===== src/verilog/mempool_pkg.sv =====
// ~~~~~~~~~~~~~~~~~~~~~~~~~~~~~~~~~~~~~~~~~~~~~~~~~~~~~~~~~~~~~~~~~~~
// Shared bus types, memory map and boot image of the memory system.
// Single 32-bit word bus, one request per cycle, no back-pressure.
// Region windows must stay aligned to their own size.
// ~~~~~~~~~~~~~~~~~~~~~~~~~~~~~~~~~~~~~~~~~~~~~~~~~~~~~~~~~~~~~~~~~~~
package mempool_pkg;

  typedef logic [31:0] addr_t;
  typedef logic [31:0] data_t;
  typedef logic [3:0]  strb_t;

  typedef enum logic [1:0] {
    RegionCtrl,
    RegionL2,
    RegionBoot,
    RegionNone  // Unmapped address
  } region_e;

  typedef struct packed {
    logic  valid;
    logic  we;
    addr_t addr;
    data_t wdata;
    strb_t be;
  } bus_req_t;

  typedef struct packed {
    logic  valid;
    logic  err;
    data_t rdata;
  } bus_rsp_t;

  localparam int unsigned NumCores   = 8;   // Width of the wake-up strobe
  localparam int unsigned ByteOffset = 2;   // Byte bits below the word index

  // Memory map
  localparam addr_t       CtrlBaseAddr = 32'h4000_0000;
  localparam addr_t       CtrlSize     = 32'h0001_0000;
  localparam addr_t       L2BaseAddr   = 32'h8000_0000;
  localparam addr_t       L2Size       = 32'd1024;
  localparam int unsigned L2NumWords   = L2Size / 4;
  localparam int unsigned L2AddrWidth  = $clog2(L2NumWords);
  localparam addr_t       BootBaseAddr = 32'hA000_0000;
  localparam addr_t       BootSize     = 32'h0001_0000;
  localparam int unsigned BootNumWords = 16;
  localparam int unsigned BootIdxWidth = $clog2(BootNumWords);

  // Control register offsets inside the control window
  localparam logic [15:0] CtrlEocOffs      = 16'h0000;
  localparam logic [15:0] CtrlWakeOffs     = 16'h0004;
  localparam logic [15:0] CtrlL2StartOffs  = 16'h0008;
  localparam logic [15:0] CtrlL2EndOffs    = 16'h000C;
  localparam logic [15:0] CtrlNumCoresOffs = 16'h0010;

  // Boot code: set up a stack in L2, signal end of computation, then sleep
  localparam data_t BootImage [BootNumWords] = '{
    32'h8000_0137, 32'h4001_0113, 32'h4000_02B7, 32'h0010_0313,
    32'h0062_A023, 32'h1050_0073, 32'hFFDF_F06F, 32'h0000_0013,
    32'h0000_0013, 32'h0000_0013, 32'h0000_0013, 32'h0000_0013,
    32'hDEAD_BEEF, 32'hC0FF_EE00, 32'h0000_0000, 32'hFFFF_FFFF
  };

endpackage : mempool_pkg

===== src/verilog/rsp_mux.sv =====
// ~~~~~~~~~~~~~~~~~~~~~~~~~~~~~~~~~~~~~~~~~~~~~~~~~~~~~~~~~~~~~~~~~~~
// Response combiner. Forwards the target picked by the previous
// cycle's region, or a decode error for a pending unmapped request.
// Needs the request valid to tell idle cycles from decode errors.
// ~~~~~~~~~~~~~~~~~~~~~~~~~~~~~~~~~~~~~~~~~~~~~~~~~~~~~~~~~~~~~~~~~~~
`timescale 1ns/10ps

module rsp_mux (
  input  logic                  clk_i,
  input  logic                  reset_i,
  input  logic                  req_valid_i,
  input  mempool_pkg::region_e  region_q_i,
  input  mempool_pkg::bus_rsp_t ctrl_rsp_i,
  input  mempool_pkg::bus_rsp_t l2_rsp_i,
  input  mempool_pkg::bus_rsp_t boot_rsp_i,
  output mempool_pkg::bus_rsp_t rsp_o
);

  import mempool_pkg::*;

  logic pending_q;  // A request was strobed last cycle

  always_ff @(posedge clk_i) begin
    if (reset_i) begin
      pending_q <= 1'b0;
    end else begin
      pending_q <= req_valid_i;
    end
  end

  always_comb begin
    case (region_q_i)
      RegionCtrl: rsp_o = ctrl_rsp_i;
      RegionL2:   rsp_o = l2_rsp_i;
      RegionBoot: rsp_o = boot_rsp_i;
      default: begin
        rsp_o.valid = pending_q;
        rsp_o.err   = pending_q;  // Decode error
        rsp_o.rdata = '0;
      end
    endcase
  end

endmodule : rsp_mux


===== config.mk =====
export PLATFORM = sky130hd
export DESIGN_NAME = rsp_mux
export DESIGN_NICKNAME = d
export VERILOG_FILES = /design/src/verilog/mempool_pkg.sv /design/src/verilog/rsp_mux.sv
export SDC_FILE = /design/constraint.sdc
export NUM_CORES = 1
export LEC_CHECK = 0
export BUFFER_PORTS_ARGS = -buffer_cell sky130_fd_sc_hd__buf_2
export CORE_ASPECT_RATIO = 1.4
export CORE_MARGIN = 2
export CORE_UTILIZATION = 30
export CTS_BUF_LIST = sky130_fd_sc_hd__clkbuf_4 sky130_fd_sc_hd__clkbuf_8 sky130_fd_sc_hd__clkbuf_16
export DETAILED_ROUTE_END_ITERATION = 12
export PLACE_DENSITY = 0.89
export RECOVER_POWER = 25
export SETUP_SLACK_MARGIN = 0.2
export SLEW_MARGIN = 10
export SYNTH_ARGS = -nofsm -noshare
export SYNTH_HDL_FRONTEND = slang
export SYNTH_SLANG_ARGS = --single-unit

===== constraint.sdc =====
create_clock -name clk_i -period 1.3 [get_ports clk_i]
set_clock_uncertainty 0.15 [all_clocks]
set_input_delay 0.13 -clock clk_i [delete_from_list [all_inputs] [get_ports clk_i]]
set_output_delay 0.13 -clock clk_i [all_outputs]
set_load 0.05 [all_outputs]

==> impl_metrics.ini <==
[synth]
ys_top_cells_by_area = mux2i_1 (34%), o2bb2ai_2 (32%), o2bb2ai_1 (11%)
yosysSeqAreaShare_pct = 2.12
syn_nets = 188
yosysTopAreaCell = mux2i_1
ys_seq_elements = 1
syn_inst = 81
syn_avg_cell_area_um2 = 11.6
yosysWarningCount = 0
synth_cell_type_count = 13
synth_top_area_share_pct = 34.0
synth_area_um2 = 943

[finish]
largest_register_ff_count = 1
antenna_cells = 0
reg_top3 = pending_q (1)
regMostFlops = pending_q
seq_area_um2 = 21.3
final_nets = 336
multiInputGateArea_um2 = 1420
fill_cells = 123
synthToLayoutAreaGrowth_pct = 197
final_util_pct = 91.4
drive_gt1_share_pct = 96.0
layoutNonFillerInstCount = 266

[global_routing]
grt_antenna_before_repair = 0
grt_pass1_vias = 1622
grt_start_max_net_pins = 23
grt-ovfl-total = 0
grt.total_usage_pct = 27.1
grt_pass1_wl_um = 7650

[timing]
hold_viol = 0
slew-limit-headroom_pct = 71.3
period_share_pct = 101
post-route-min-period_ns = 1.32
whs_ns = 0.145
rsz0062_at_grt = true
tightest_slew_ns = 0.430
worst_slack_ns = -0.0192
finalMaxSlewViolations = 0
finalSetupViolations = 10
max_clock_freq_ghz = 0.758

[power]
pwr-share-comb_pct = 97.6
seqPwrFrac_pct = 2.4
intPower_mw = 0.697
power_density_nw_per_um2 = 522
clkPwrFrac_pct = 0
power_switching_mw = 0.765
ir_drop_v = 0.000427
p_leak_nw = 1.20
p_sw_share_pct = 52.3

[detailed_routing]
vias = 1441
drt_pre_antenna_iters = 4
routedLengthMet1_um = 1900
avgViaCountPerCell = 5.42
wirelength_um = 6080
wl_met3_um = 551
wl_met2_um = 3280
drc = 0
ant_nets = 0
dr.first_iter.drc_count = 15
routed.top_layer = met4
wl_per_cell_um = 22.9

[run_status]
status = finished, violations left
violations = negative setup slack

[critical_path]
worstSetupEndpoint = rsp_o[26]
cp.required_ns = 1.02
startpoint = region_q_i[1]
worst-endpoint-arrival_ns = 1.04
path_class = in2out
end_kind = output port
startpoint_type = primary input
critPathMaxFanout = 6

[placed_design]
dpl.hpwl_um = 3380
pre_cts_slack_ns = -0.144
dp_cells = 257
gp_congestion = 0.747
port_buffers = 140

[worst_hold_path]
hold_path_class = in2reg

[die]
rows = 24
dieHeight_um = 70.4
coreArea_um2 = 3060
io_pins = 141
initial_utilization_pct = 30.8
die_x_um = 51.4
die_area_um2 = 3620

[clocking]
path_clk_slew_ns = 0
hold_buffers = 0

[run]
cap_violations = 0
[final cells by class]
class	instances	area share, %
well taps	39	1.74
repair buffers	158	46.8
flip-flops and latches	1	0.760
multi-input cells	68	50.7
[critical path, stage by stage]
cell       delay [ns]
buf_12           0.13
nor2b_4          0.16
buf_4            0.16
clkbuf_16        0.16
o2bb2ai_4        0.12
buf_6            0.17
[worst min path at each step]
stage | slack (ns) | cells after the start | startpoint | to
after global routing | 0.16 | 2 | reset_i | pending_q
after detailed placement | 0.14 | 2 | reset_i | pending_q
final | 0.15 | 2 | reset_i | pending_q
after CTS | 0.14 | 2 | reset_i | pending_q
after global placement | 0.13 | 2 | reset_i | pending_q
after floorplan | 0.05 | 1 | reset_i | pending_q
[metal layers]
layer,vias up,track usage [%]
met5,-,0
met1,656,27.6
li1,632,-
met2,127,51.6
met3,26,6.41
met4,0,9.06
[layout by cell type (no fill, tap or decap)]
cell type / n
o2bb2ai_2: 2
nor2b_4: 1
clkbuf_16: 2
o2bb2ai_4: 30
mux2i_2: 14
mux2i_4: 10
buf_4: 6
dfxtp_2: 1
nor2b_1: 1
buf_8: 20
buf_12: 6
buf_16: 3
buf_2: 104
mux2i_1: 8
mux4_2: 2
buf_6: 17
[cells in the mapped netlist]
cell type and n:
mux4_2 2, buf_4 1, mux2i_1 32, buf_8 1, nor2b_4 1, clkbuf_1 1, dfxtp_1 1, nor2b_1 1
buf_6 5, buf_12 2, buf_2 2, o2bb2ai_1 12, o2bb2ai_2 20
[repair_timing]
action / CTS / global route
buffers inserted: 4 / 0
setup endpoints to repair: 34 / 34
pin swaps: 2 / 1
cloned: 3 / 2
resized for setup: 120 / 15
[power by group through the flow]
stage,registers [mW],logic [mW],clock network (mW)
after floorplan,0.0334,0.749,0
final,0.0344,1.43,0
after CTS,0.0337,1.35,0
after detailed placement,0.0337,1.05,0
after global routing,0.0345,1.47,0
after global placement,0.0335,1.03,0
[stage by stage]
| stage | setup TNS, ns | total power [mW] | area, um^2 |
|---|---|---|---|
| global placement | -2.83 | 1.07 | 2140 |
| finish | -0.0594 | 1.46 | 2800 |
| CTS | 0 | 1.38 | 2700 |
| floorplan | 0 | 0.783 | 1410 |
| detailed placement | -3.45 | 1.08 | 2140 |
| global route | -0.455 | 1.50 | 2800 |
[cells by family (layout without fill, tap and decap cells)]
family / Yosys count / in the layout / share of synthesized area [%]
DFF: 1 / 1 / 2.12
and+or+nand+nor: 2 / 2 / 2.12
AOI/OAI and AO/OA: 32 / 32 / 43.0
muxes: 34 / 34 / 38.7
buffers and inverters: 12 / 158 / 14.1
(Power assumes the default switching activity.)
