### config.mk
export PLATFORM = sky130hd
export DESIGN_NAME = addr_decoder
export DESIGN_NICKNAME = d
export VERILOG_FILES = /design/src/verilog/mempool_pkg.sv /design/src/verilog/addr_decoder.sv
export SDC_FILE = /design/constraint.sdc
export NUM_CORES = 1
export LEC_CHECK = 0
export BUFFER_PORTS_ARGS = -buffer_cell sky130_fd_sc_hd__buf_2
export CAP_MARGIN = 40
export CORE_AREA = 2 2 39 41
export CTS_CLUSTER_DIAMETER = 200
export DETAILED_ROUTE_END_ITERATION = 6
export DIE_AREA = 0 0 41 43
export GPL_TIMING_DRIVEN = 0
export HOLD_SLACK_MARGIN = 0.1
export PLACE_DENSITY = 0.87
export SYNTH_ARGS = -nofsm -noshare
export SYNTH_HDL_FRONTEND = slang
export SYNTH_SLANG_ARGS = --single-unit
### constraint.sdc
create_clock -name clk_i -period 0.9 [get_ports clk_i]
set_input_delay 0 -clock clk_i [delete_from_list [all_inputs] [get_ports clk_i]]
set_output_delay 0 -clock clk_i [all_outputs]
set_load 0.02 [all_outputs]
### src/verilog/mempool_pkg.sv
// ~~~~~~~~~~~~~~~~~~~~~~~~~~~~~~~~~~~~~~~~~~~~~~~~~~~~~~~~~~~~~~~~~~~
// Shared bus types, memory map and boot image of the memory system.
// Single 32-bit word bus, one request per cycle, no back-pressure.
// Region windows must stay aligned to their own size.
// ~~~~~~~~~~~~~~~~~~~~~~~~~~~~~~~~~~~~~~~~~~~~~~~~~~~~~~~~~~~~~~~~~~~
package mempool_pkg;

  typedef logic [31:0] addr_t;
  typedef logic [31:0] data_t;
  typedef logic [3:0]  strb_t;

  typedef enum logic [1:0] {
    RegionCtrl,
    RegionL2,
    RegionBoot,
    RegionNone  // Unmapped address
  } region_e;

  typedef struct packed {
    logic  valid;
    logic  we;
    addr_t addr;
    data_t wdata;
    strb_t be;
  } bus_req_t;

  typedef struct packed {
    logic  valid;
    logic  err;
    data_t rdata;
  } bus_rsp_t;

  localparam int unsigned NumCores   = 8;   // Width of the wake-up strobe
  localparam int unsigned ByteOffset = 2;   // Byte bits below the word index

  // Memory map
  localparam addr_t       CtrlBaseAddr = 32'h4000_0000;
  localparam addr_t       CtrlSize     = 32'h0001_0000;
  localparam addr_t       L2BaseAddr   = 32'h8000_0000;
  localparam addr_t       L2Size       = 32'd1024;
  localparam int unsigned L2NumWords   = L2Size / 4;
  localparam int unsigned L2AddrWidth  = $clog2(L2NumWords);
  localparam addr_t       BootBaseAddr = 32'hA000_0000;
  localparam addr_t       BootSize     = 32'h0001_0000;
  localparam int unsigned BootNumWords = 16;
  localparam int unsigned BootIdxWidth = $clog2(BootNumWords);

  // Control register offsets inside the control window
  localparam logic [15:0] CtrlEocOffs      = 16'h0000;
  localparam logic [15:0] CtrlWakeOffs     = 16'h0004;
  localparam logic [15:0] CtrlL2StartOffs  = 16'h0008;
  localparam logic [15:0] CtrlL2EndOffs    = 16'h000C;
  localparam logic [15:0] CtrlNumCoresOffs = 16'h0010;

  // Boot code: set up a stack in L2, signal end of computation, then sleep
  localparam data_t BootImage [BootNumWords] = '{
    32'h8000_0137, 32'h4001_0113, 32'h4000_02B7, 32'h0010_0313,
    32'h0062_A023, 32'h1050_0073, 32'hFFDF_F06F, 32'h0000_0013,
    32'h0000_0013, 32'h0000_0013, 32'h0000_0013, 32'h0000_0013,
    32'hDEAD_BEEF, 32'hC0FF_EE00, 32'h0000_0000, 32'hFFFF_FFFF
  };

endpackage : mempool_pkg
### src/verilog/addr_decoder.sv
// ~~~~~~~~~~~~~~~~~~~~~~~~~~~~~~~~~~~~~~~~~~~~~~~~~~~~~~~~~~~~~~~~~~~
// Address decoder. Selects are combinational from the request,
// region_q_o holds the region of the previous cycle's address.
// Windows are half-open ranges taken from the package memory map.
// ~~~~~~~~~~~~~~~~~~~~~~~~~~~~~~~~~~~~~~~~~~~~~~~~~~~~~~~~~~~~~~~~~~~
`timescale 1ns/10ps

module addr_decoder (
  input  logic                  clk_i,
  input  logic                  reset_i,
  input  mempool_pkg::bus_req_t req_i,
  output logic                  ctrl_sel_o,
  output logic                  l2_sel_o,
  output logic                  boot_sel_o,
  output mempool_pkg::region_e  region_q_o
);

  import mempool_pkg::*;

  region_e region_d;

  always_comb begin
    region_d = RegionNone;
    if (req_i.addr >= CtrlBaseAddr && req_i.addr < CtrlBaseAddr + CtrlSize) begin
      region_d = RegionCtrl;
    end else if (req_i.addr >= L2BaseAddr && req_i.addr < L2BaseAddr + L2Size) begin
      region_d = RegionL2;
    end else if (req_i.addr >= BootBaseAddr && req_i.addr < BootBaseAddr + BootSize) begin
      region_d = RegionBoot;
    end
  end

  // One strobe per target, only for a live request
  assign ctrl_sel_o = req_i.valid && (region_d == RegionCtrl);
  assign l2_sel_o   = req_i.valid && (region_d == RegionL2);
  assign boot_sel_o = req_i.valid && (region_d == RegionBoot);

  // Remembered for the response cycle
  always_ff @(posedge clk_i) begin
    if (reset_i) begin
      region_q_o <= RegionNone;
    end else begin
      region_q_o <= region_d;
    end
  end

endmodule : addr_decoder

==> impl_summary.log <==
INFO  metric full_die_area = 0.00176 mm^2
INFO  metric arrival = 0.94 ns
INFO  metric synth_area = 180 um^2
INFO  metric criticalPathCategory = primary input to output pin
INFO  metric status = complete, but fails checks
INFO  metric synth_seq_cells = 2
INFO  metric crit_family = simple AND/OR/NAND/NOR gates
INFO  metric chipHeight = 43 um
INFO  metric coreArea = 0.00138 mm^2
INFO  metric route.detailed.vias_per_inst = 4.33
INFO  metric clk_path_buf_depth = 2
INFO  metric setup_ws_post_layout = -0.0426 ns
INFO  metric global_route.overflow_total = 0
INFO  metric worst_ir_drop_vdd = 0.214 mV
INFO  metric critical_path.endpoint = ctrl_sel_o
INFO  metric numPortBuffers = 29
INFO  metric type_of_destination_of_the_critical_path = output pin
INFO  metric cts.reportedPaths.clkPinSlew = 0.03 ns
INFO  metric layout-area-overhead-vs-synth = 141%
INFO  metric htree_levels = 1
INFO  metric start_util = 13.0%
INFO  metric synth_warn = 0
INFO  metric postSynthCellCount = 20
INFO  metric fin_nets = 128
INFO  metric grt_busiest_layer = met2
INFO  metric top_register = region_q_o
INFO  metric gr-usage-met3 = 0.524%
INFO  metric num-fill-cells = 143
INFO  metric grt_pass1_wl = 917 um
INFO  metric grt_start_max_net_pins = 5
INFO  metric antenna_left = 0
INFO  metric antenna_found_initial = 0
INFO  metric crit_path_top_delay_cell = sky130_fd_sc_hd__nor4_4
INFO  metric setup_viol = 3
INFO  metric design.portCount = 77
INFO  metric crit_path_cell_trace = buf_6, nor4_4, nand4_1, nor3_2, buf_4
INFO  metric max_clock_freq = 1060 MHz
INFO  metric gr-usage-met2 = 16.9%
INFO  metric worst_pin_slew = 0.311 ns
INFO  metric max_slew_margin = 79.1%
INFO  metric place_congestion = 0.501
INFO  metric failed_checks = setup timing
INFO  metric crit_path_max_fanout = 3
INFO  metric maxCapViolCount = 0
INFO  metric grt_setup_unrepaired = yes
INFO  metric cts-buffers-inserted = 3
INFO  metric fin_worst_hold_slack = 0.0978 ns
INFO  metric clock_tree_from_tritoncts = done
INFO  metric drv_slew = 0
INFO  metric first_pass_iters = 3
INFO  metric timing.critical_path.buf_inv = 2
INFO  metric initialDrtViolationCount = 1
INFO  metric grt.met1_usage = 4.75%
INFO  metric finalCritPeriodShare = 105%
INFO  metric fp.dieW = 41 um
INFO  metric diodes = 0
INFO  metric post_route_wl = 746 um
INFO  metric syn_area_per_cell = 9.01 um^2
INFO  metric final_hold_viol_count = 0
INFO  metric synthesis.nets = 92
INFO  metric netlist-cell-type-count = 12
INFO  metric worst_hold_path_type = primary input to register
INFO  metric fin_area = 434 um^2
INFO  metric wp_data_required = 0.90 ns
INFO  metric largestRegisters = region_q_o x2
INFO  metric delay_of_the_slowest_critical_path_stage = 0.28 ns
INFO  metric leakage = 0.000184 uW
INFO  metric grt_util_all_layers = 7.59%
INFO  metric wl_per_cell = 10.7 um
INFO  metric power_per_cell_area = 895 mW/mm^2
INFO  metric detail_route.drc_violations = 0
INFO  metric largest_register_ff_count = 2
INFO  metric worstSetupPathDepth = 5
INFO  metric first_global_vias = 272
INFO  metric via_count = 303
INFO  metric place_area = 355 um^2
INFO  metric post-route-min-period = 0.943 ns
INFO  metric numClockSinks = 2
INFO  metric cts.root.buffer_cell = sky130_fd_sc_hd__clkbuf_4
INFO  metric row_count = 14
INFO  metric synth.yosys.seq_area_share = 22.2%
INFO  metric startpoint = req_i[61]
INFO  metric post_route_cells_drive_above_1_share = 70.4%
INFO  metric startpoint_type = primary input
cells in the mapped netlist (all sizes together):
master	count	area share [%]
a211o	1	4.9
nor4b	2	9.7
nor2	2	4.2
o21ai	1	2.8
nor4	4	31
nor3	2	5.6
nand2b	2	6.9
dfxtp	2	22
nand4	2	6.9
nand2	1	2.1
nand3b	1	4.2
routing by layer:
| layer | vias up | wire length, um | share of wire (%) |
|---|---|---|---|
| met1 | 133 | 223 | 30 |
| met4 | 0 | 0 | 0 |
| met3 | 0 | 97 | 13 |
| li1 | 151 | - | - |
| met2 | 19 | 425 | 57 |
| met5 | - | 0 | 0 |
layout make-up:
type,count,area [um^2],area share (%)
clock buffers,3,22.5,5.19
multi-input cells,18,156,36.0
flip-flops and latches,2,40.0,9.22
well taps,16,20.0,4.61
repair buffers,31,195,45.0
logic make-up (layout without fill, tap and decap cells):
kind of cell           count (synthesis)  in the layout  synth area share [%]
and+or+nand+nor                       16             16                  70.1
AOI/OAI and AO/OA                      2              2                  7.64
DFF                                    2              2                  22.2
buffers and inverters                  0             34                     0
how the worst min path moves through the flow:
| stage | startpoint | to | cells after the start |
|---|---|---|---|
| 4_1_cts | req_i[58] | region_q_o[0] | 4 |
| 3_3_place_gp | req_i[65] | region_q_o[1] | 2 |
| 3_5_place_dp | req_i[65] | region_q_o[1] | 2 |
| 2_1_floorplan | req_i[65] | ctrl_sel_o | 1 |
| 6_report | req_i[58] | region_q_o[0] | 4 |
| 5_1_grt | req_i[58] | region_q_o[0] | 4 |
power by group:
group / internal (uW) / leakage [uW] / switching (uW) / total [uW]
registers: 89.4 / 0.0000162 / 0.000310 / 89.4
clock network: 147 / 0.0000138 / 47.3 / 194
logic: 63.9 / 0.000154 / 41.2 / 105
metrics by stage:
step	instances	setup WS, ns	setup TNS [ns]	power, uW	utilization, %
2_1_floorplan	20	0.0776	0	109	-
3_3_place_gp	65	-0.0893	-0.227	173	25.7
3_5_place_dp	65	-0.113	-0.311	176	25.7
4_1_cts	70	-0.0296	-0.0730	392	30.9
5_1_grt	70	-0.128	-0.325	407	31.4
6_report	70	-0.0426	-0.0842	388	31.4
cells in the final DEF (no fill, tap or decap), drive strengths merged:
master / synthesis / final
nand4: 2 / 2
clkbuf: 0 / 3
nand2b: 2 / 2
dlygate4sd3: 0 / 1
a211o: 1 / 1
dfxtp: 2 / 2
buf: 0 / 30
nand3b: 1 / 1
nor2: 2 / 2
nand2: 1 / 1
o21ai: 1 / 1
nor4b: 2 / 2
nor4: 4 / 4
nor3: 2 / 2
repair_timing:
item | in CTS | in global routing
endpoints found under the hold margin | 2 | 0
buffers inserted | 1 | 0
resized for setup | 7 | 1
pin swaps | 4 | 1
setup endpoints to repair | 3 | 3
hold buffers | 1 | 0
Power figures use the tool's default switching activity.
