===== src/verilog/mempool_pkg.sv =====
// ~~~~~~~~~~~~~~~~~~~~~~~~~~~~~~~~~~~~~~~~~~~~~~~~~~~~~~~~~~~~~~~~~~~
// Shared bus types, memory map and boot image of the memory system.
// Single 32-bit word bus, one request per cycle, no back-pressure.
// Region windows must stay aligned to their own size.
// ~~~~~~~~~~~~~~~~~~~~~~~~~~~~~~~~~~~~~~~~~~~~~~~~~~~~~~~~~~~~~~~~~~~
package mempool_pkg;

  typedef logic [31:0] addr_t;
  typedef logic [31:0] data_t;
  typedef logic [3:0]  strb_t;

  typedef enum logic [1:0] {
    RegionCtrl,
    RegionL2,
    RegionBoot,
    RegionNone  // Unmapped address
  } region_e;

  typedef struct packed {
    logic  valid;
    logic  we;
    addr_t addr;
    data_t wdata;
    strb_t be;
  } bus_req_t;

  typedef struct packed {
    logic  valid;
    logic  err;
    data_t rdata;
  } bus_rsp_t;

  localparam int unsigned NumCores   = 8;   // Width of the wake-up strobe
  localparam int unsigned ByteOffset = 2;   // Byte bits below the word index

  // Memory map
  localparam addr_t       CtrlBaseAddr = 32'h4000_0000;
  localparam addr_t       CtrlSize     = 32'h0001_0000;
  localparam addr_t       L2BaseAddr   = 32'h8000_0000;
  localparam addr_t       L2Size       = 32'd1024;
  localparam int unsigned L2NumWords   = L2Size / 4;
  localparam int unsigned L2AddrWidth  = $clog2(L2NumWords);
  localparam addr_t       BootBaseAddr = 32'hA000_0000;
  localparam addr_t       BootSize     = 32'h0001_0000;
  localparam int unsigned BootNumWords = 16;
  localparam int unsigned BootIdxWidth = $clog2(BootNumWords);

  // Control register offsets inside the control window
  localparam logic [15:0] CtrlEocOffs      = 16'h0000;
  localparam logic [15:0] CtrlWakeOffs     = 16'h0004;
  localparam logic [15:0] CtrlL2StartOffs  = 16'h0008;
  localparam logic [15:0] CtrlL2EndOffs    = 16'h000C;
  localparam logic [15:0] CtrlNumCoresOffs = 16'h0010;

  // Boot code: set up a stack in L2, signal end of computation, then sleep
  localparam data_t BootImage [BootNumWords] = '{
    32'h8000_0137, 32'h4001_0113, 32'h4000_02B7, 32'h0010_0313,
    32'h0062_A023, 32'h1050_0073, 32'hFFDF_F06F, 32'h0000_0013,
    32'h0000_0013, 32'h0000_0013, 32'h0000_0013, 32'h0000_0013,
    32'hDEAD_BEEF, 32'hC0FF_EE00, 32'h0000_0000, 32'hFFFF_FFFF
  };

endpackage : mempool_pkg

===== src/verilog/ctrl_registers.sv =====
// ~~~~~~~~~~~~~~~~~~~~~~~~~~~~~~~~~~~~~~~~~~~~~~~~~~~~~~~~~~~~~~~~~~~
// Control registers: end-of-computation word, core wake-up strobe and
// read-only system information. Decoded on the low 16 address bits.
// The wake-up output is a one-cycle pulse, reads of it return zero.
// ~~~~~~~~~~~~~~~~~~~~~~~~~~~~~~~~~~~~~~~~~~~~~~~~~~~~~~~~~~~~~~~~~~~
`timescale 1ns/10ps

module ctrl_registers (
  input  logic                             clk_i,
  input  logic                             reset_i,
  input  logic                             sel_i,
  input  mempool_pkg::bus_req_t            req_i,
  output mempool_pkg::bus_rsp_t            rsp_o,
  output logic [mempool_pkg::NumCores-1:0] wake_up_o,
  output logic                             eoc_valid_o
);

  import mempool_pkg::*;

  logic [15:0]         offs;
  logic                wr_eoc;
  logic                wr_wake;
  data_t               eoc_q;
  logic [NumCores-1:0] wake_q;
  bus_rsp_t            rsp_d;
  bus_rsp_t            rsp_q;

  assign offs    = req_i.addr[15:0];
  assign wr_eoc  = sel_i && req_i.we && (offs == CtrlEocOffs);
  assign wr_wake = sel_i && req_i.we && (offs == CtrlWakeOffs);

  // Response for the current request, registered below
  always_comb begin
    rsp_d       = '0;
    rsp_d.valid = sel_i;
    case (offs)
      CtrlEocOffs: begin
        if (!req_i.we) rsp_d.rdata = eoc_q;
      end
      CtrlWakeOffs: begin
        rsp_d.rdata = '0;  // Write-only strobe
      end
      CtrlL2StartOffs: begin
        rsp_d.err   = req_i.we;
        rsp_d.rdata = req_i.we ? '0 : L2BaseAddr;
      end
      CtrlL2EndOffs: begin
        rsp_d.err   = req_i.we;
        rsp_d.rdata = req_i.we ? '0 : L2BaseAddr + L2Size - 1;
      end
      CtrlNumCoresOffs: begin
        rsp_d.err   = req_i.we;
        rsp_d.rdata = req_i.we ? '0 : data_t'(NumCores);
      end
      default: begin
        rsp_d.err = 1'b1;  // Unknown offset
      end
    endcase
    if (!sel_i) begin
      rsp_d = '0;
    end
  end

  always_ff @(posedge clk_i) begin
    if (reset_i) begin
      eoc_q  <= '0;
      wake_q <= '0;
      rsp_q  <= '0;
    end else begin
      wake_q <= '0;  // Pulse lasts one cycle
      if (wr_eoc) begin
        for (int b = 0; b < $bits(strb_t); b++) begin
          if (req_i.be[b]) eoc_q[8*b +: 8] <= req_i.wdata[8*b +: 8];
        end
      end
      if (wr_wake) begin
        wake_q <= req_i.wdata[NumCores-1:0];  // One bit per core
      end
      rsp_q <= rsp_d;
    end
  end

  assign rsp_o       = rsp_q;
  assign wake_up_o   = wake_q;
  assign eoc_valid_o = eoc_q[0];  // Bit 0 flags the end of computation

endmodule : ctrl_registers


===== config.mk =====
export PLATFORM = sky130hd
export DESIGN_NAME = ctrl_registers
export DESIGN_NICKNAME = d
export VERILOG_FILES = /design/src/verilog/mempool_pkg.sv /design/src/verilog/ctrl_registers.sv
export SDC_FILE = /design/constraint.sdc
export NUM_CORES = 1
export LEC_CHECK = 0
export BUFFER_PORTS_ARGS = -buffer_cell sky130_fd_sc_hd__buf_2
export CORE_MARGIN = 2
export CORE_UTILIZATION = 46
export CTS_CLUSTER_SIZE = 8
export DETAILED_ROUTE_END_ITERATION = 10
export MAX_ROUTING_LAYER = met4
export PLACE_DENSITY = 0.78
export SLEW_MARGIN = 10
export SYNTH_ARGS = -nofsm -noshare
export SYNTH_HDL_FRONTEND = slang
export SYNTH_SLANG_ARGS = --single-unit

===== constraint.sdc =====
create_clock -name clk_i -period 2.8 [get_ports clk_i]
set_input_delay 0.56 -clock clk_i [delete_from_list [all_inputs] [get_ports clk_i]]
set_output_delay 0.56 -clock clk_i [all_outputs]
set_load 0.02 [all_outputs]

==> key figures, run 1 <==
Setup path
  – Reg-to-Reg End: rsp_o[31]
  – CP startpoint kind: input port
  – Crit-path cells: buf_2 -> or4_1 -> or4_4 -> or4_4 -> nor3_4
  – Slowest stage delay, CP: between 0.5 and 0.6 ns
  – Slowest CP cell: or4_1
  – Worst EP required: approximately 3.1 ns
  – Most used cell, CP: or4_4
  – Worst reg-to-reg path cell count: 2
  – Element type at the critical path end: flip-flop
  – Worst R2R Setup Slack: 2.08 ns
  – CP Max Fanout: 10
  – Worst setup path class: in -> reg
  – Crit path max-delay family: simple AND/OR/NAND/NOR gates
  – Critical R2R Launch: eoc_q[31]
  – Worst path arrival time: 2.55 ns
  – Worst Setup EP: rsp_o[31]
  – Buf/Inv on CP: 1
  – Stages on worst setup path: 5
  – Crit. Startpoint: req_i[45]

Cells and area
  – Layout cell share with drive strength beyond 1: 0.333
  – Register area: 1480 µm²
  – Area Overhead vs Synth: 28.1%
  – Multi-input gate area: 1040 µm²
  – Number of fill cells: 496
  – Final instance area: 3340 µm²
  – Antenna diodes: 0
  – Fin nets: 446
  – Final core occ: 0.610
  – Final Non-Filler Cells: between 400 and 500

Clock network
  – CTS tree: done
  – CTS Buf Count: 9
  – H-tree depth: 3
  – Skew-Pair Late Insertion Delay: approximately 0.33 ns
  – Number of clock sinks: 74
  – Post-CTS Repair Setup Buffers: 0
  – # resized after CTS: 0
  – CTS Hold Buffers Added: 0
  – Max clock buf depth: 2
  – Worst-path clk slew: roughly 0.07 ns
  – Root Buffer: clkbuf_8

Global route
  – Total gr overflow: 0
  – Largest net degree at the start of global routing: 33
  – Initial antenna violation count: 0
  – Vias in the first global route: 2212
  – First-pass GRT wire length: slightly above 10000 µm
  – All-Layer GR Usage: 0.217

Routing
  – Post-route ant nets: 0
  – DR WL/cell: 14.7 µm
  – Iter 0 DRT Violations: 188
  – Vias: 2442
  – DRT Pass-1 Iters: 4
  – Vias/cell: 5.43
  – Drt drc: 0
  – Wirelength, routed: 6610 µm

STA
  – Slew headroom: 0.574
  – Slew @ Worst Pin: 0.634 ns
  – Final hold viol count: 0
  – Fmax: between 400 and 500 MHz
  – Final setup fails: 0
  – Hold slack: ~0.44 ns
  – Clock skew: about 0.0061 ns
  – Final setup margin: 0.514 ns
  – Final Slew Violations: 0
  – RSZ-0062 raised after global routing: false
  – Min Tclk post-route: 2.29 ns
  – Setup TNS Final: 0 ns
  – Period Utilization, post-route: 0.817

Floorplan
  – Io pins: 116
  – Core area: 5470 µm²
  – Die area: 6280 µm²
  – Die Height: between 70 and 80 µm
  – Row count: 27
  – Die Width: 79.3 µm
  – Starting Density: 0.476

Job
  – Max_cap viols: 0

Min path
  – Hold Crit Class: in -> reg
  – Hold depth: 2

Yosys
  – Yosys warns: 0
  – Post-Syn Area per Cell: 9.40 µm²
  – Post-synth top area cell: dfxtp_1
  – #FFs+latches synth: 74
  – Synthesized area: 2600 µm²
  – Post-Syn Instances: about 280
  – Library cells used by synthesis: 22
  – Syn_nets: 350
  – Seq/Total Area, Yosys: 0.569
  – Ranking of synthesized cells by area: dfxtp_1 57%, a21oi_1 8.3%, nand4_1 8.2%
  – Yosys top cell area share: 0.569

Pwr
  – Internal: 1.43 mW
  – Sw Share: 0.226
  – Maximum VDD drop: approximately 0.32 mV
  – Tot Pwr: between 1.5 and 2 mW
  – PD cells: 555 nW/µm²
  – Lkg Pwr: between 1 and 1.5 nW
  – Sw power: ~420 µW
  – Clk pwr share: 0.382
  – Comb pwr share: 0.048
  – Sequential share of power: 0.569

Placed design
  – GP Congestion: a little over 0.9
  – Placed insts: 434
  – Dpl cell area: 3170 µm²
  – Dpl ws: 0.167 ns
  – IO buf count: a little under 100
  – HPWL reported at the end of detailed placement: about 4500 µm

Outcome
  – Status: complete, no violations
power groups by stage:
stage | Combinational [mW] | Sequential [mW] | Clock, mW
final | 0.0892 | 1.05 | 0.708
after global routing | 0.0980 | 1.05 | 0.765
after floorplan | 0.0283 | 1.08 | 0
after detailed placement | 0.0876 | 1.08 | 0
after global placement | 0.0868 | 1.08 | 0
after CTS | 0.0880 | 1.05 | 0.721
Yosys cell counts:
library cell  number
nor3b_1            1
and2_1            29
mux2i_1            2
inv_1              1
nand2b_1           1
o21ai_0           32
clkbuf_1          21
or4_1              3
o211ai_1           1
nor3_4             1
nor3_1             4
and3_1             1
buf_6              1
or4_4              3
nor2_1             1
nand2_1           11
dfxtp_1           74
nor4_1             7
nand3_1            5
or3_1              1
a21oi_1           43
nand4_1           34
layout by cell type (no fill, tap or decap), types with 2 or more instances in the layout:
master,instances
or4_4,3
buf_2,98
clkbuf_1,3
nor3_1,2
dfxtp_1,74
and2_1,29
nand4_1,34
a21oi_1,43
nor4_1,7
buf_4,9
mux2i_1,2
nand3_1,5
nor3_2,2
o21ai_0,32
or4_1,3
clkbuf_8,10
clkinv_2,3
nand2_1,11
cell families after synthesis:
family,synth area share
flip-flops,0.569
multiplexers,0.00769
AO/OA/AOI/OAI,0.147
buffers and inverters,0.0360
AND/OR/NAND/NOR,0.241
how the worst min path moves through the flow:
| stage | slack [ns] | to | from |
|---|---|---|---|
| floorplan | 0.42 | rsp_o[10] | eoc_q[10] |
| global placement | 0.43 | rsp_o[23] | eoc_q[23] |
| detailed placement | 0.43 | rsp_o[23] | eoc_q[23] |
| CTS | 0.43 | wake_up_o[1] | req_i[5] |
| global route | 0.43 | wake_up_o[5] | req_i[9] |
| finish | 0.44 | wake_up_o[1] | req_i[5] |
layer usage:
metal / vias to the layer above / global-route usage / share of wire
met4: 0 / 0.107 / 0.021
li1: 1200 / - / -
met1: 1132 / 0.294 / 0.45
met3: 13 / 0.0443 / 0.065
met2: 97 / 0.308 / 0.47
met5: - / - / 0
registers in the layout, indices dropped and copies added (netlist names):
| register | count |
|---|---|
| eoc_q | 32 |
| wake_up_o | 8 |
| rsp_o | 34 |
cell type report:
class                      instances  share of cell area
inverter                           1             0.00112
clock inverter                     3             0.00450
multi-input combinational        180               0.312
clock buffer                      13              0.0446
timing repair buffer             107               0.167
tap                               72              0.0270
sequential                        74               0.444
worst register-to-register path: stages (launching register included):
cell,delay [ns]
dfxtp_1,0.32
a21oi_1,0.25
nor3_4,0.05
Power figures use the tool's default switching activity.
==> run 2, diff against run 1 <==
Settings changed: CORE_UTILIZATION 46 to 42, PLACE_DENSITY 0.78 to 0.75.
Clock period 2.8 ns to 1.8 ns, I/O delays scaled along.
==> key figures, run 2 (same netlist as run 1, synthesis figures left out) <==
Routing
  – DR WL/cell: 14.7 µm (+0.23%)
  – Post-route ant nets: 0 (unchanged)
  – Vias/cell: 5.35 (-1.4%)
  – Vias: 2516 (+3.0%)
  – Drt drc: 0 (unchanged)
  – Wirelength, routed: 6920 µm (+4.7%)
  – DRT Pass-1 Iters: 6 (+2)
  – Iter 0 DRT Violations: 137 (-27%)

Clock network
  – Root Buffer: clkbuf_8
  – CTS Buf Count: 9 (unchanged)
  – H-tree depth: 3 (unchanged)
  – CTS Hold Buffers Added: 0 (unchanged)
  – Worst-path clk slew: 0.07 ns (about the same)
  – Skew-Pair Late Insertion Delay: 0.34 ns (about the same)
  – Number of clock sinks: 74 (unchanged)
  – Max clock buf depth: 2 (unchanged)
  – CTS tree: done

Pwr
  – Sw power: 645 µW (+54%)
  – Sequential share of power: 0.570 (about the same)
  – Sw Share: 0.224 (-0.00171)
  – Internal: 2.23 mW (+56%)
  – Maximum VDD drop: 0.354 mV (+10%)
  – Lkg Pwr: 1.50 nW (+7.4%)
  – Clk pwr share: 0.374 (-0.008)
  – Comb pwr share: 0.056 (+0.008)
  – PD cells: 815 nW/µm² (+47%)

Setup path
  – Worst path arrival time: 2.20 ns (-0.35 ns)
  – Most used cell, CP: or4_4
  – Critical R2R Launch: eoc_q[3]
  – Crit-path cells: buf_6 -> or4_4 -> or4_4 -> or4_4 -> nor3_4
  – Slowest CP cell: or4_4
  – Crit. Startpoint: req_i[49]
  – CP startpoint kind: input port
  – Worst setup path class: in -> reg
  – CP Max Fanout: 5 (-5)
  – Slowest stage delay, CP: 0.56 ns (-0.02 ns)
  – Element type at the critical path end: flip-flop
  – Worst EP required: 2.08 ns (-0.98 ns)

STA
  – Final hold viol count: 0 (unchanged)
  – Final setup fails: 31 (+31)
  – Setup TNS Final: -2.67 ns (-2.67 ns)
  – RSZ-0062 raised after global routing: true
  – Fmax: 520 MHz
  – Final setup margin: -0.123 ns (-0.637 ns)
  – Slew headroom: 0.658 (+0.0846)
  – Clock skew: 0.00835 ns (+0.00224 ns)
  – Min Tclk post-route: roughly 1.9 ns
  – Hold slack: 0.227 ns (-0.213 ns)
  – Slew @ Worst Pin: 0.511 ns (-0.122 ns)
  – Final Slew Violations: 0 (unchanged)
  – Period Utilization, post-route: 1.07

Cells and area
  – Number of flip-flops in the largest register: 34 (unchanged)
  – Area Overhead vs Synth: 35.4%
  – Most frequent cells in the layout: 97 x buf_2, 74 x dfxtp_1, 37 x a21oi_1
  – Layout cell share with drive strength beyond 1: 0.385 (+0.0515)
  – Commonest non-fill, non-tap cell in the layout: buf_2
  – Fin nets: 465 (+4.3%)
  – Antenna diodes: 0 (unchanged)

Global route
  – Vias in the first global route: 2323 (+5.0%)
  – Largest net degree at the start of global routing: 33 (unchanged)
  – All-Layer GR Usage: 0.218 (+0.00106)
  – Total gr overflow: 0 (unchanged)
  – Initial antenna violation count: 0 (unchanged)
  – First-pass GRT wire length: 10700 µm (+4.0%)

Placed design
  – IO buf count: 98 (unchanged)
  – HPWL reported at the end of detailed placement: 4830 µm (+8.4%)
  – GP Congestion: 0.864 (-5.4%)

Floorplan
  – Die area: 6850 µm² (+9.0%)
  – Die Height: 82.8 µm (+4.4%)
  – Starting Density: 0.437 (-0.0386)
  – Io pins: 116 (unchanged)
  – Core area: 5960 µm² (+8.8%)
  – Row count: 28 (+3.7%)
  – Die Width: 82.8 µm (+4.4%)

Job
  – Max_cap viols: 0 (unchanged)

Min path
  – Hold Crit Class: in -> reg
  – Min-Delay Startpoint: req_i[11]

Outcome
  – Status: finished with violations
  – Violated checks: setup timing
==> run 2: cell type report <==
class / instances / area (µm²)
sequential: 74 / 1480
timing repair buffer: 125 / 707
fill: 543 / 2430
clock inverter: 3 / 17.5
inverter: 1 / 3.75
tap: 75 / 93.8
clock buffer: 11 / 141
multi-input combinational: 181 / 1080
==> run 2: power groups by stage <==
stage | clock, mW | combinational (mW) | sequential [mW]
3_5_place_dp | 0 | 0.157 | 1.68
3_3_place_gp | 0 | 0.155 | 1.68
6_report | 1.07 | 0.162 | 1.64
2_1_floorplan | 0 | 0.0445 | 1.68
5_1_grt | 1.17 | 0.177 | 1.64
4_1_cts | 1.10 | 0.160 | 1.64
==> run 2: critical path, delay by kind of cell <==
family / cells / cell delay [ns]
simple gates: 4 / 1.74
buf+inv: 1 / 0.09
==> run 2: through the flow <==
step	util	worst slack (ns)	cells	power (mW)	instance area, µm²
2_1_floorplan	-	-0.456	277	1.72	2610
3_3_place_gp	0.557	-0.543	455	1.83	3320
3_5_place_dp	0.557	-0.561	455	1.83	3320
4_1_cts	0.592	-0.101	470	2.90	3520
5_1_grt	0.592	-0.156	470	2.99	3530
6_report	0.592	-0.123	470	2.88	3530
==> run 2: what timing repair did <==
item / CTS / global route
endpoints found under the setup margin: 31 / 31
resized for setup: 10 / 1
hold endpoints to repair: 0 / 0
buffers inserted: 0 / 0
pin swaps: 2 / 0
cloned: 1 / 0
==> run 2: metal layers <==
metal	wire length, µm	GRT usage
met1	3100	0.283
met2	3150	0.320
met3	519	0.0478
met4	153	0.108
met5	0	-
==> run 2: path summary, 6_finish.rpt <==
path             endpoint  slack (ns)  depth (start not counted)
max reg2reg      rsp_o[3]        1.08                          2
min reg2reg     rsp_o[14]        0.45                          1
max             rsp_o[31]       -0.12                          5
min          wake_up_o[7]        0.23                          2
