==> config.mk <==
export PLATFORM = sky130hd
export DESIGN_NAME = bootrom
export DESIGN_NICKNAME = d
export VERILOG_FILES = /design/src/verilog/mempool_pkg.sv /design/src/verilog/bootrom.sv
export SDC_FILE = /design/constraint.sdc
export NUM_CORES = 1
export LEC_CHECK = 0
export ABC_AREA = 1
export BUFFER_PORTS_ARGS = -buffer_cell sky130_fd_sc_hd__buf_2
export CAP_MARGIN = 20
export CORE_MARGIN = 3
export CORE_UTILIZATION = 39
export DETAILED_ROUTE_END_ITERATION = 12
export HOLD_SLACK_MARGIN = 0.06
export PLACE_DENSITY = 0.86
export SLEW_MARGIN = 20
export SYNTH_ARGS = -nofsm -noshare
export SYNTH_HDL_FRONTEND = slang
export SYNTH_SLANG_ARGS = --single-unit
export TNS_END_PERCENT = 100
==> constraint.sdc <==
create_clock -name clk_i -period 2 [get_ports clk_i]
set_input_delay 0.2 -clock clk_i [delete_from_list [all_inputs] [get_ports clk_i]]
set_output_delay 0.2 -clock clk_i [all_outputs]
set_load 0.03 [all_outputs]
==> src/verilog/mempool_pkg.sv <==
// ~~~~~~~~~~~~~~~~~~~~~~~~~~~~~~~~~~~~~~~~~~~~~~~~~~~~~~~~~~~~~~~~~~~
// Shared bus types, memory map and boot image of the memory system.
// Single 32-bit word bus, one request per cycle, no back-pressure.
// Region windows must stay aligned to their own size.
// ~~~~~~~~~~~~~~~~~~~~~~~~~~~~~~~~~~~~~~~~~~~~~~~~~~~~~~~~~~~~~~~~~~~
package mempool_pkg;

  typedef logic [31:0] addr_t;
  typedef logic [31:0] data_t;
  typedef logic [3:0]  strb_t;

  typedef enum logic [1:0] {
    RegionCtrl,
    RegionL2,
    RegionBoot,
    RegionNone  // Unmapped address
  } region_e;

  typedef struct packed {
    logic  valid;
    logic  we;
    addr_t addr;
    data_t wdata;
    strb_t be;
  } bus_req_t;

  typedef struct packed {
    logic  valid;
    logic  err;
    data_t rdata;
  } bus_rsp_t;

  localparam int unsigned NumCores   = 8;   // Width of the wake-up strobe
  localparam int unsigned ByteOffset = 2;   // Byte bits below the word index

  // Memory map
  localparam addr_t       CtrlBaseAddr = 32'h4000_0000;
  localparam addr_t       CtrlSize     = 32'h0001_0000;
  localparam addr_t       L2BaseAddr   = 32'h8000_0000;
  localparam addr_t       L2Size       = 32'd1024;
  localparam int unsigned L2NumWords   = L2Size / 4;
  localparam int unsigned L2AddrWidth  = $clog2(L2NumWords);
  localparam addr_t       BootBaseAddr = 32'hA000_0000;
  localparam addr_t       BootSize     = 32'h0001_0000;
  localparam int unsigned BootNumWords = 16;
  localparam int unsigned BootIdxWidth = $clog2(BootNumWords);

  // Control register offsets inside the control window
  localparam logic [15:0] CtrlEocOffs      = 16'h0000;
  localparam logic [15:0] CtrlWakeOffs     = 16'h0004;
  localparam logic [15:0] CtrlL2StartOffs  = 16'h0008;
  localparam logic [15:0] CtrlL2EndOffs    = 16'h000C;
  localparam logic [15:0] CtrlNumCoresOffs = 16'h0010;

  // Boot code: set up a stack in L2, signal end of computation, then sleep
  localparam data_t BootImage [BootNumWords] = '{
    32'h8000_0137, 32'h4001_0113, 32'h4000_02B7, 32'h0010_0313,
    32'h0062_A023, 32'h1050_0073, 32'hFFDF_F06F, 32'h0000_0013,
    32'h0000_0013, 32'h0000_0013, 32'h0000_0013, 32'h0000_0013,
    32'hDEAD_BEEF, 32'hC0FF_EE00, 32'h0000_0000, 32'hFFFF_FFFF
  };

endpackage : mempool_pkg
==> src/verilog/bootrom.sv <==
// ~~~~~~~~~~~~~~~~~~~~~~~~~~~~~~~~~~~~~~~~~~~~~~~~~~~~~~~~~~~~~~~~~~~
// Boot ROM. The image repeats every BootNumWords words over the window.
// Writes are dropped and answered with an error.
// ~~~~~~~~~~~~~~~~~~~~~~~~~~~~~~~~~~~~~~~~~~~~~~~~~~~~~~~~~~~~~~~~~~~
`timescale 1ns/10ps

module bootrom (
  input  logic                  clk_i,
  input  logic                  sel_i,
  input  mempool_pkg::bus_req_t req_i,
  output mempool_pkg::bus_rsp_t rsp_o
);

  import mempool_pkg::*;

  logic [BootIdxWidth-1:0] rom_idx;
  logic                    valid_q;
  logic                    err_q;
  data_t                   rdata_q;

  // Truncation gives the index modulo the image size
  assign rom_idx = req_i.addr[ByteOffset +: BootIdxWidth];

  always_ff @(posedge clk_i) begin
    valid_q <= sel_i;
    if (sel_i) begin
      err_q   <= req_i.we;
      rdata_q <= req_i.we ? '0 : BootImage[rom_idx];
    end
  end

  assign rsp_o.valid = valid_q;
  assign rsp_o.err   = err_q;
  assign rsp_o.rdata = rdata_q;

endmodule : bootrom

==> results.py, run 1 <==
metrics = {
    "run_status": {
        "status": "finished, final reports clean",
    },
    "finish": {
        "final_area_um2": 1310,
        "finalNetCount": 212,
        "fillCellCount": 253,
        "drive_above_1_share": 0.429,
        "syn_to_final_growth_pct": 13.7,
        "diodes": 0,
    },
    "sta": {
        "post-route-period-util": 0.579,
        "maxSlewHeadroom": 0.691,
        "min_period_ns": 1.16,
        "max_clock_freq_mhz": 863,
        "setup_viol": 0,
        "worst_slew_pin_slew_ns": 0.464,
        "hold_violations": 0,
        "setup_tns_ns": 0,
        "slew_viol_final": 0,
        "rsz0062_at_grt": "no",
    },
    "critical_path": {
        "crit_buf_inv": 1,
        "worstSetupPathType": "reg2out",
        "cp_top_family": "flip-flops",
        "path_cells": "buf_2",
        "cp_max_fo": 5,
        "cp.arrival_ns": 0.96,
        "max_stage_delay_ns": 0.45,
        "worst_path_max_delay_cell": "edfxtp_1",
        "crit_path_start_kind": "flop",
        "cp.required_ns": 1.80,
        "end_kind": "output port",
    },
    "synthesis": {
        "synth_area_um2": 1150,
        "syn_inst": 103,
        "yosys.area.top_type": "edfxtp_1",
        "netlist_top_cells_area": "edfxtp_1, buf_4, ha_1",
        "ys_warn_count": 0,
        "syn_area_per_cell_um2": 11.1,
        "synth_seq_cells": 23,
        "ys_seq_area_frac": 0.593,
        "synth_edf_count": 22,
        "synth_fp_nets": 181,
        "synth_ff_type": "edfxtp_1",
        "synth_common_cells": "edfxtp_1, nand2_1, buf_4, nand3_1, nor2_1",
        "synth.top_cell.area_share": 0.576,
        "yosysMostFrequentCell": "edfxtp_1",
        "synth_cell_type_count": 17,
        "synth-async-reset-ratio": 0,
    },
    "global_route": {
        "grt_usage": 0.109,
        "grt_max_degree": 24,
        "antenna_found_initial": 0,
        "overflow": 0,
        "grt_pass1_vias": 684,
        "grt_pass1_wl_mm": 2.90,
    },
    "placement": {
        "hpwl_mm": 1.54,
        "gp_congestion": 0.833,
        "io_buffers": 40,
        "placed_cell_area_um2": 1280,
    },
    "run": {
        "cap_violations": 0,
    },
    "cts": {
        "cts_tree": "built",
        "cts.clk_slew.worst_paths_ns": 0.12,
        "cts_resized": 0,
        "cts_hold_buf": 0,
        "root_buffer": "clkbuf_4",
        "cts_buffers": 3,
        "clk_path_buf_depth": 2,
        "h-tree-depth": 1,
        "cts.sinks": 23,
        "post_cts_buffers": 0,
    },
    "worst_hold_path": {
        "hold_start": "req_i[68]",
        "min_path_type": "in2reg",
        "hold_path_depth": 1,
        "holdPathEnd": "err_q$_DFFE_PP_",
    },
    "power": {
        "p_leak_nw": 0.658,
        "ir_worst_vdd_mv": 0.410,
        "powerDensity_nw_per_um2": 790,
    },
    "detailed_routing": {
        "drt_first_pass_iters": 4,
        "drt_iter0_markers": 37,
        "wl_per_cell_um": 12.0,
        "avgViaCountPerCell": 4.83,
        "routed-via-count": 792,
        "drc_errors": 0,
        "routed_wl_mm": 1.98,
        "final_antenna_net_count": 0,
    },
    "die": {
        "die_x_um": 60.2,
        "die_y_um": 60.2,
        "rows": 19,
        "start_util": 0.413,
        "dieArea_um2": 3630,
        "pin_count": 106,
        "core_um2": 2780,
    },
}
how the worst max path moves through the flow:
stage	startpoint	depth (start not counted)	to
2_1_floorplan	req_i[38]	6	rdata_q[20]$_SDFFCE_PP0P_
4_1_cts	rdata_q[25]$_SDFFCE_PP0P_	1	rsp_o[25]
3_5_place_dp	req_i[38]	7	rdata_q[20]$_SDFFCE_PP0P_
3_3_place_gp	req_i[38]	7	rdata_q[20]$_SDFFCE_PP0P_
6_report	rdata_q[25]$_SDFFCE_PP0P_	1	rsp_o[25]
5_1_grt	rdata_q[25]$_SDFFCE_PP0P_	1	rsp_o[25]
stage by stage:
| step | hold slack, ns | setup slack [ns] | utilization | total power [mW] | std cells |
|---|---|---|---|---|---|
| after floorplan | 0.228 | 0.911 | - | 0.785 | 103 |
| after global placement | 0.505 | 0.663 | 0.459 | 0.832 | 160 |
| after detailed placement | 0.509 | 0.630 | 0.459 | 0.837 | 160 |
| after CTS | 0.183 | 0.832 | 0.469 | 1.04 | 164 |
| after global routing | 0.176 | 0.786 | 0.469 | 1.07 | 164 |
| final | 0.185 | 0.841 | 0.469 | 1.03 | 164 |
cell usage in the layout, fill, tap and decap left out, types with 2 or more instances in the layout:
master / instances
inv_2: 3
nand3_1: 13
nand2_1: 18
o21ai_1: 2
edfxtp_1: 22
inv_1: 6
nor2_2: 2
ha_1: 6
nand2_2: 3
buf_2: 40
clkinv_2: 2
nand3_2: 2
clkbuf_4: 3
nor2_1: 8
metal layers:
metal | vias up | share of wire | GRT usage
met1 | 356 | 0.42 | 0.136
met2 | 43 | 0.47 | 0.179
met4 | 0 | 0.019 | 0.0570
li1 | 388 | - | -
met5 | - | 0 | 0
met3 | 5 | 0.097 | 0.0173
state kept, by name, indices dropped and copies added (netlist names):
name,cells
rdata_q,21
err_q,1
valid_q,1
power by group:
group	switching, mW	leakage [nW]	total (mW)	internal, mW
clock network	0.131	0.0177	0.206	0.0747
logic	0.185	0.421	0.243	0.0584
registers	0.0119	0.219	0.582	0.570
total	0.328	0.658	1.03	0.703
kinds of logic (layout without fill, tap and decap cells):
| logic type | count (synthesis) | count (layout) | synth area share |
|---|---|---|---|
| compound gates | 3 | 3 | 0.0164 |
| fa+ha+maj | 6 | 6 | 0.0654 |
| buf+inv | 24 | 54 | 0.129 |
| flops | 23 | 23 | 0.593 |
| simple gates | 47 | 47 | 0.196 |
cell type report:
cell class / count / area, µm² / share of cell area
flip-flops and latches: 23 / 681 / 0.522
multi-input cells: 56 / 319 / 0.244
repair buffers: 40 / 200 / 0.153
inverters: 10 / 38.8 / 0.0297
well taps: 31 / 38.8 / 0.0297
clock buffers: 3 / 22.5 / 0.0173
clock inverters: 1 / 5.00 / 0.00384
Note: power is estimated with default switching activity, not from simulation.
==> run 2: changes to the inputs <==
--- a/config.mk
+++ b/config.mk
@@ -9,10 +9,10 @@
 export BUFFER_PORTS_ARGS = -buffer_cell sky130_fd_sc_hd__buf_2
 export CAP_MARGIN = 20
 export CORE_MARGIN = 3
-export CORE_UTILIZATION = 39
+export CORE_UTILIZATION = 36
 export DETAILED_ROUTE_END_ITERATION = 12
 export HOLD_SLACK_MARGIN = 0.06
-export PLACE_DENSITY = 0.86
+export PLACE_DENSITY = 0.8
 export SLEW_MARGIN = 20
 export SYNTH_ARGS = -nofsm -noshare
 export SYNTH_HDL_FRONTEND = slang
==> constraint.sdc (replaced) <==
create_clock -name clk_i -period 1.2 [get_ports clk_i]
set_input_delay 0.12 -clock clk_i [delete_from_list [all_inputs] [get_ports clk_i]]
set_output_delay 0.12 -clock clk_i [all_outputs]
set_load 0.03 [all_outputs]
==> run 2 against run 1 <==
Net effect:
- combinational power grew 70%
- critical path depth unchanged
- clock power up 68%
- non-clock buffer count is 4 higher
- design area up 3.3%
- sequential cell count unchanged
- global-route usage down 0.34 points
- highest routed layer unchanged
- utilization fell by 0.46 points
- die area increased by 7.5%
- via count increased by 0.51%
- sequential share of layout area decreased by 1.6 points
==> results.py, run 2 (synthesis results as in run 1) <==
metrics = {
    "run_status": {
        "status": "finished, final reports clean",
    },
    "sta": {
        "maxSlewHeadroom": 0.684,
        "hold_violations": 0,
        "worst_slew_pin_slew_ns": 0.473,
        "setup_ws_ns": 0.119,
        "slew_viol_final": 0,
        "holdWs_ns": 0.109,
        "min_period_ns": 1.08,
        "post-route-period-util": 0.901,
        "rsz0062_at_grt": "no",
        "setup_tns_ns": 0,
        "max_clock_freq_mhz": 925,
        "setup_viol": 0,
    },
    "cts": {
        "h-tree-depth": 1,
        "root_buffer": "clkbuf_4",
        "cts_resized": 0,
        "clk_path_buf_depth": 2,
        "cts_hold_buf": 0,
        "cts_tree": "built",
        "post_cts_buffers": 0,
        "cts.sinks": 23,
        "cts.clk_slew.worst_paths_ns": 0.12,
        "cts_buffers": 3,
    },
    "worst_hold_path": {
        "holdPathEnd": "err_q$_DFFE_PP_",
        "hold_start": "req_i[68]",
        "hold_path_depth": 1,
        "min_path_type": "in2reg",
    },
    "critical_path": {
        "path_cells": "buf_2",
        "end_kind": "output port",
        "max_stage_delay_ns": 0.45,
        "cp.required_ns": 1.08,
        "crit_path_start_kind": "flop",
        "crit_buf_inv": 1,
        "cp_top_family": "flip-flops",
        "worst_path_max_delay_cell": "edfxtp_1",
        "cp_max_fo": 5,
        "worstSetupPathType": "reg2out",
        "cp.arrival_ns": 0.96,
        "crit_start": "rdata_q[25]$_SDFFCE_PP0P_",
    },
    "detailed_routing": {
        "drt_iter0_markers": 3,
        "drc_errors": 0,
        "final_antenna_net_count": 0,
        "wl_per_cell_um": 10.9,
        "routed-via-count": 796,
        "avgViaCountPerCell": 4.45,
        "routed_wl_mm": 1.95,
        "drt_first_pass_iters": 4,
    },
    "global_route": {
        "grt_pass1_wl_mm": 3.29,
        "antenna_found_initial": 0,
        "grt_max_degree": 24,
        "grt_usage": 0.105,
        "grt_pass1_vias": 754,
        "overflow": 0,
    },
    "die": {
        "pin_count": 106,
        "core_um2": 2900,
        "dieArea_um2": 3900,
        "rows": 19,
        "die_y_um": 62.5,
        "start_util": 0.396,
        "die_x_um": 62.5,
    },
    "power": {
        "clkPwrFrac": 0.201,
        "sequentialPowerShare": 0.560,
        "ir_worst_vdd_mv": 0.377,
        "p_int_mw": 1.19,
        "p_switching_uw": 543,
        "powerDensity_nw_per_um2": 1280,
        "pwr-share-comb": 0.240,
        "sw_frac_of_total": 0.314,
        "p_leak_nw": 0.674,
    },
    "finish": {
        "final_common_cell": "buf_2",
        "multiInputGateArea_um2": 319,
        "fillCellCount": 294,
        "regArea_um2": 681,
        "largest-register": "rdata_q",
        "drive_above_1_share": 0.438,
        "final_util": 0.465,
        "largest_reg_flops": 21,
        "finalNetCount": 216,
        "diodes": 0,
        "largestRegisters": "rdata_q (21), err_q (1), valid_q (1)",
        "final_cell_mix": "buf_2, edfxtp_1, nand2_1",
        "syn_to_final_growth_pct": 17.4,
    },
    "run": {
        "cap_violations": 0,
    },
    "placement": {
        "io_buffers": 40,
        "hpwl_mm": 1.55,
        "gp_congestion": 0.878,
        "pre_cts_ws_ns": 0.00914,
    },
}
-- run 2: cell types whose count changed in the layout (fill, tap and decap cells not counted), sizes merged --
cell    delta
clkbuf     +1
clkinv     -1
buf        +4
-- run 2: final cells by class --
cell class | instances | share of cell area
clock buffer | 4 | 0.0195
multi-input combinational | 56 | 0.237
inverter | 10 | 0.0288
timing repair buffer | 44 | 0.171
tap | 42 | 0.0390
sequential | 23 | 0.505
-- run 2: layer usage --
layer | GRT usage | up-vias | part of all wire
li1 | - | 395 | -
met1 | 0.108 | 358 | 0.41
met2 | 0.181 | 38 | 0.48
met3 | 0.0378 | 5 | 0.089
met4 | 0.0661 | 0 | 0.021
met5 | 0 | - | 0
-- run 2: how the worst max path moves through the flow --
stage	to	slack, ns	cells past startpoint
global placement	rdata_q[20]$_SDFFCE_PP0P_	0.04	7
CTS	rsp_o[26]	0.11	1
detailed placement	rdata_q[20]$_SDFFCE_PP0P_	0.009	7
finish	rsp_o[25]	0.12	1
floorplan	rdata_q[20]$_SDFFCE_PP0P_	0.19	6
global route	rsp_o[26]	0.08	1
-- run 2: through the flow --
| step | area, µm² | power (mW) | cells |
|---|---|---|---|
| 6_report | 1350 | 1.73 | 179 |
| 5_1_grt | 1350 | 1.80 | 179 |
| 4_1_cts | 1350 | 1.74 | 179 |
| 3_5_place_dp | 1320 | 1.41 | 175 |
| 3_3_place_gp | 1320 | 1.40 | 175 |
| 2_1_floorplan | 1150 | 1.31 | 103 |
-- run 2: power groups by stage --
stage                     combinational [mW]  sequential (mW)  clock [mW]
after detailed placement               0.417            0.988           0
after global routing                   0.442            0.977       0.376
after global placement                 0.412            0.985           0
final                                  0.414            0.967       0.347
after floorplan                        0.196             1.11           0
after CTS                              0.418            0.969       0.351
==> run 3: changes to the inputs <==
--- a/config.mk
+++ b/config.mk
@@ -13,6 +13,7 @@
 export DETAILED_ROUTE_END_ITERATION = 12
 export HOLD_SLACK_MARGIN = 0.06
 export PLACE_DENSITY = 0.8
+export REMOVE_ABC_BUFFERS = 1
 export SLEW_MARGIN = 20
 export SYNTH_ARGS = -nofsm -noshare
 export SYNTH_HDL_FRONTEND = slang
==> run 3 against run 2 <==
Net effect:
- non-clock buffer count fell by 2
- setup slack improved by 0.039 ns
- sequential cell count is the same
- utilization is 0.52 points lower
- count of clock-buffer cells in the layout unchanged
- critical path depth unchanged
- critical path type unchanged
- global-route usage is 0.79 points lower
- first-iteration DRC count rose by 100%
- power is 1.7% lower
==> results.py, run 3 (synthesis results as in run 1) <==
metrics = {
    "detailed_routing": {
        "drt_first_pass_iters": 4,
        "wl_per_cell_um": 10.4,
        "drt_iter0_markers": 6,
        "routed-via-count": 769,
        "drc_errors": 0,
        "final_antenna_net_count": 0,
        "routed_wl_mm": 1.85,
        "avgViaCountPerCell": 4.34,
    },
    "placement": {
        "io_buffers": 40,
        "gp_congestion": 0.929,
        "dp.cells": 173,
    },
    "power": {
        "clkPwrFrac": 0.190,
        "pwr-share-comb": 0.241,
        "sw_frac_of_total": 0.305,
        "p_switching_uw": 518,
        "p_int_mw": 1.18,
        "sequentialPowerShare": 0.569,
        "powerDensity_nw_per_um2": 1270,
        "p_leak_nw": 0.665,
        "ir_worst_vdd_mv": 0.357,
    },
    "die": {
        "pin_count": 106,
        "core_um2": 2900,
        "die_y_um": 62.5,
        "dieArea_um2": 3900,
        "die_x_um": 62.5,
        "start_util": 0.396,
        "rows": 19,
    },
    "cts": {
        "clk_path_buf_depth": 2,
        "h-tree-depth": 1,
        "cts_buffers": 3,
        "cts.clk_slew.worst_paths_ns": 0.10,
        "cts_hold_buf": 0,
        "cts_tree": "built",
        "post_cts_buffers": 0,
        "cts_resized": 0,
        "cts.sinks": 23,
        "root_buffer": "clkbuf_4",
    },
    "finish": {
        "syn_to_final_growth_pct": 16.1,
        "instances_no_fill": 177,
        "final_common_cell": "buf_2",
        "final_cell_mix": "buf_2, edfxtp_1, nand2_1",
        "finalNetCount": 214,
        "largest-register": "rdata_q",
        "largestRegisters": "rdata_q (21), err_q (1), valid_q (1)",
        "largest_reg_flops": 21,
        "diodes": 0,
        "drive_above_1_share": 0.430,
    },
    "global_route": {
        "grt_max_degree": 24,
        "antenna_found_initial": 0,
        "grt_usage": 0.0973,
        "grt_pass1_wl_mm": 3.11,
        "overflow": 0,
        "grt_pass1_vias": 735,
    },
    "sta": {
        "worst_slew_pin_slew_ns": 0.458,
        "max_clock_freq_mhz": 960,
        "hold_violations": 0,
        "min_period_ns": 1.04,
        "slew_viol_final": 0,
        "rsz0062_at_grt": "no",
        "maxSlewHeadroom": 0.695,
        "post-route-period-util": 0.868,
        "setup_viol": 0,
        "setup_tns_ns": 0,
    },
    "critical_path": {
        "cp.required_ns": 1.08,
        "cp_max_fo": 5,
        "crit_buf_inv": 1,
        "cp.arrival_ns": 0.92,
        "worst_path_max_delay_cell": "edfxtp_1",
        "worstSetupPathType": "reg2out",
        "crit_path_start_kind": "flop",
        "path_cells": "buf_2",
        "cp_top_family": "flip-flops",
        "max_stage_delay_ns": 0.43,
        "end_kind": "output port",
    },
    "worst_hold_path": {
        "min_path_type": "in2reg",
    },
    "run": {
        "cap_violations": 0,
    },
    "run_status": {
        "status": "finished, final reports clean",
    },
}
-- run 3: cell types whose count changed in the layout (fill, tap and decap cells not counted), sizes merged --
cell  delta
buf      -2
-- run 3: metrics by stage --
stage	worst slack [ns]	power [mW]	hold WS (ns)	utilization	instance area (µm²)
after floorplan	-0.127	1.26	0.148	-	1040
after global placement	0.00926	1.39	0.414	0.450	1310
after detailed placement	-0.00785	1.40	0.419	0.450	1310
after CTS	0.145	1.71	0.114	0.459	1330
after global routing	0.103	1.78	0.110	0.459	1330
final	0.159	1.70	0.129	0.459	1330
-- run 3: layout make-up --
| type | instances | area, µm² |
|---|---|---|
| sequential | 23 | 681 |
| fill | 304 | 1570 |
| timing repair buffer | 42 | 215 |
| clock buffer | 4 | 26.3 |
| inverter | 10 | 38.8 |
| multi-input combinational | 56 | 319 |
| tap | 42 | 52.6 |
-- run 3: worst paths after layout --
check                    endpoint  slack, ns                 startpoint  cells past startpoint
setup / recovery        rsp_o[26]       0.16  rdata_q[25]$_SDFFCE_PP0P_                      1
hold / removal    err_q$_DFFE_PP_       0.13                  req_i[68]                      1
-- run 3: power by group through the flow --
stage                     clock network [mW]  registers, mW  logic [mW]
after floorplan                            0           1.18      0.0768
after global placement                     0          0.984       0.407
after detailed placement                   0          0.986       0.412
after CTS                              0.331          0.967       0.413
after global routing                   0.366          0.975       0.437
final                                  0.323          0.966       0.410
-- run 3: routing by layer --
| metal | share of wire | routed length (µm) | global-route usage | up-vias |
|---|---|---|---|---|
| met1 | 0.41 | 757 | 0.0991 | 328 |
| li1 | - | - | - | 391 |
| met5 | 0 | 0 | 0 | - |
| met3 | 0.094 | 174 | 0.0360 | 8 |
| met2 | 0.46 | 850 | 0.172 | 42 |
| met4 | 0.035 | 65 | 0.0523 | 0 |
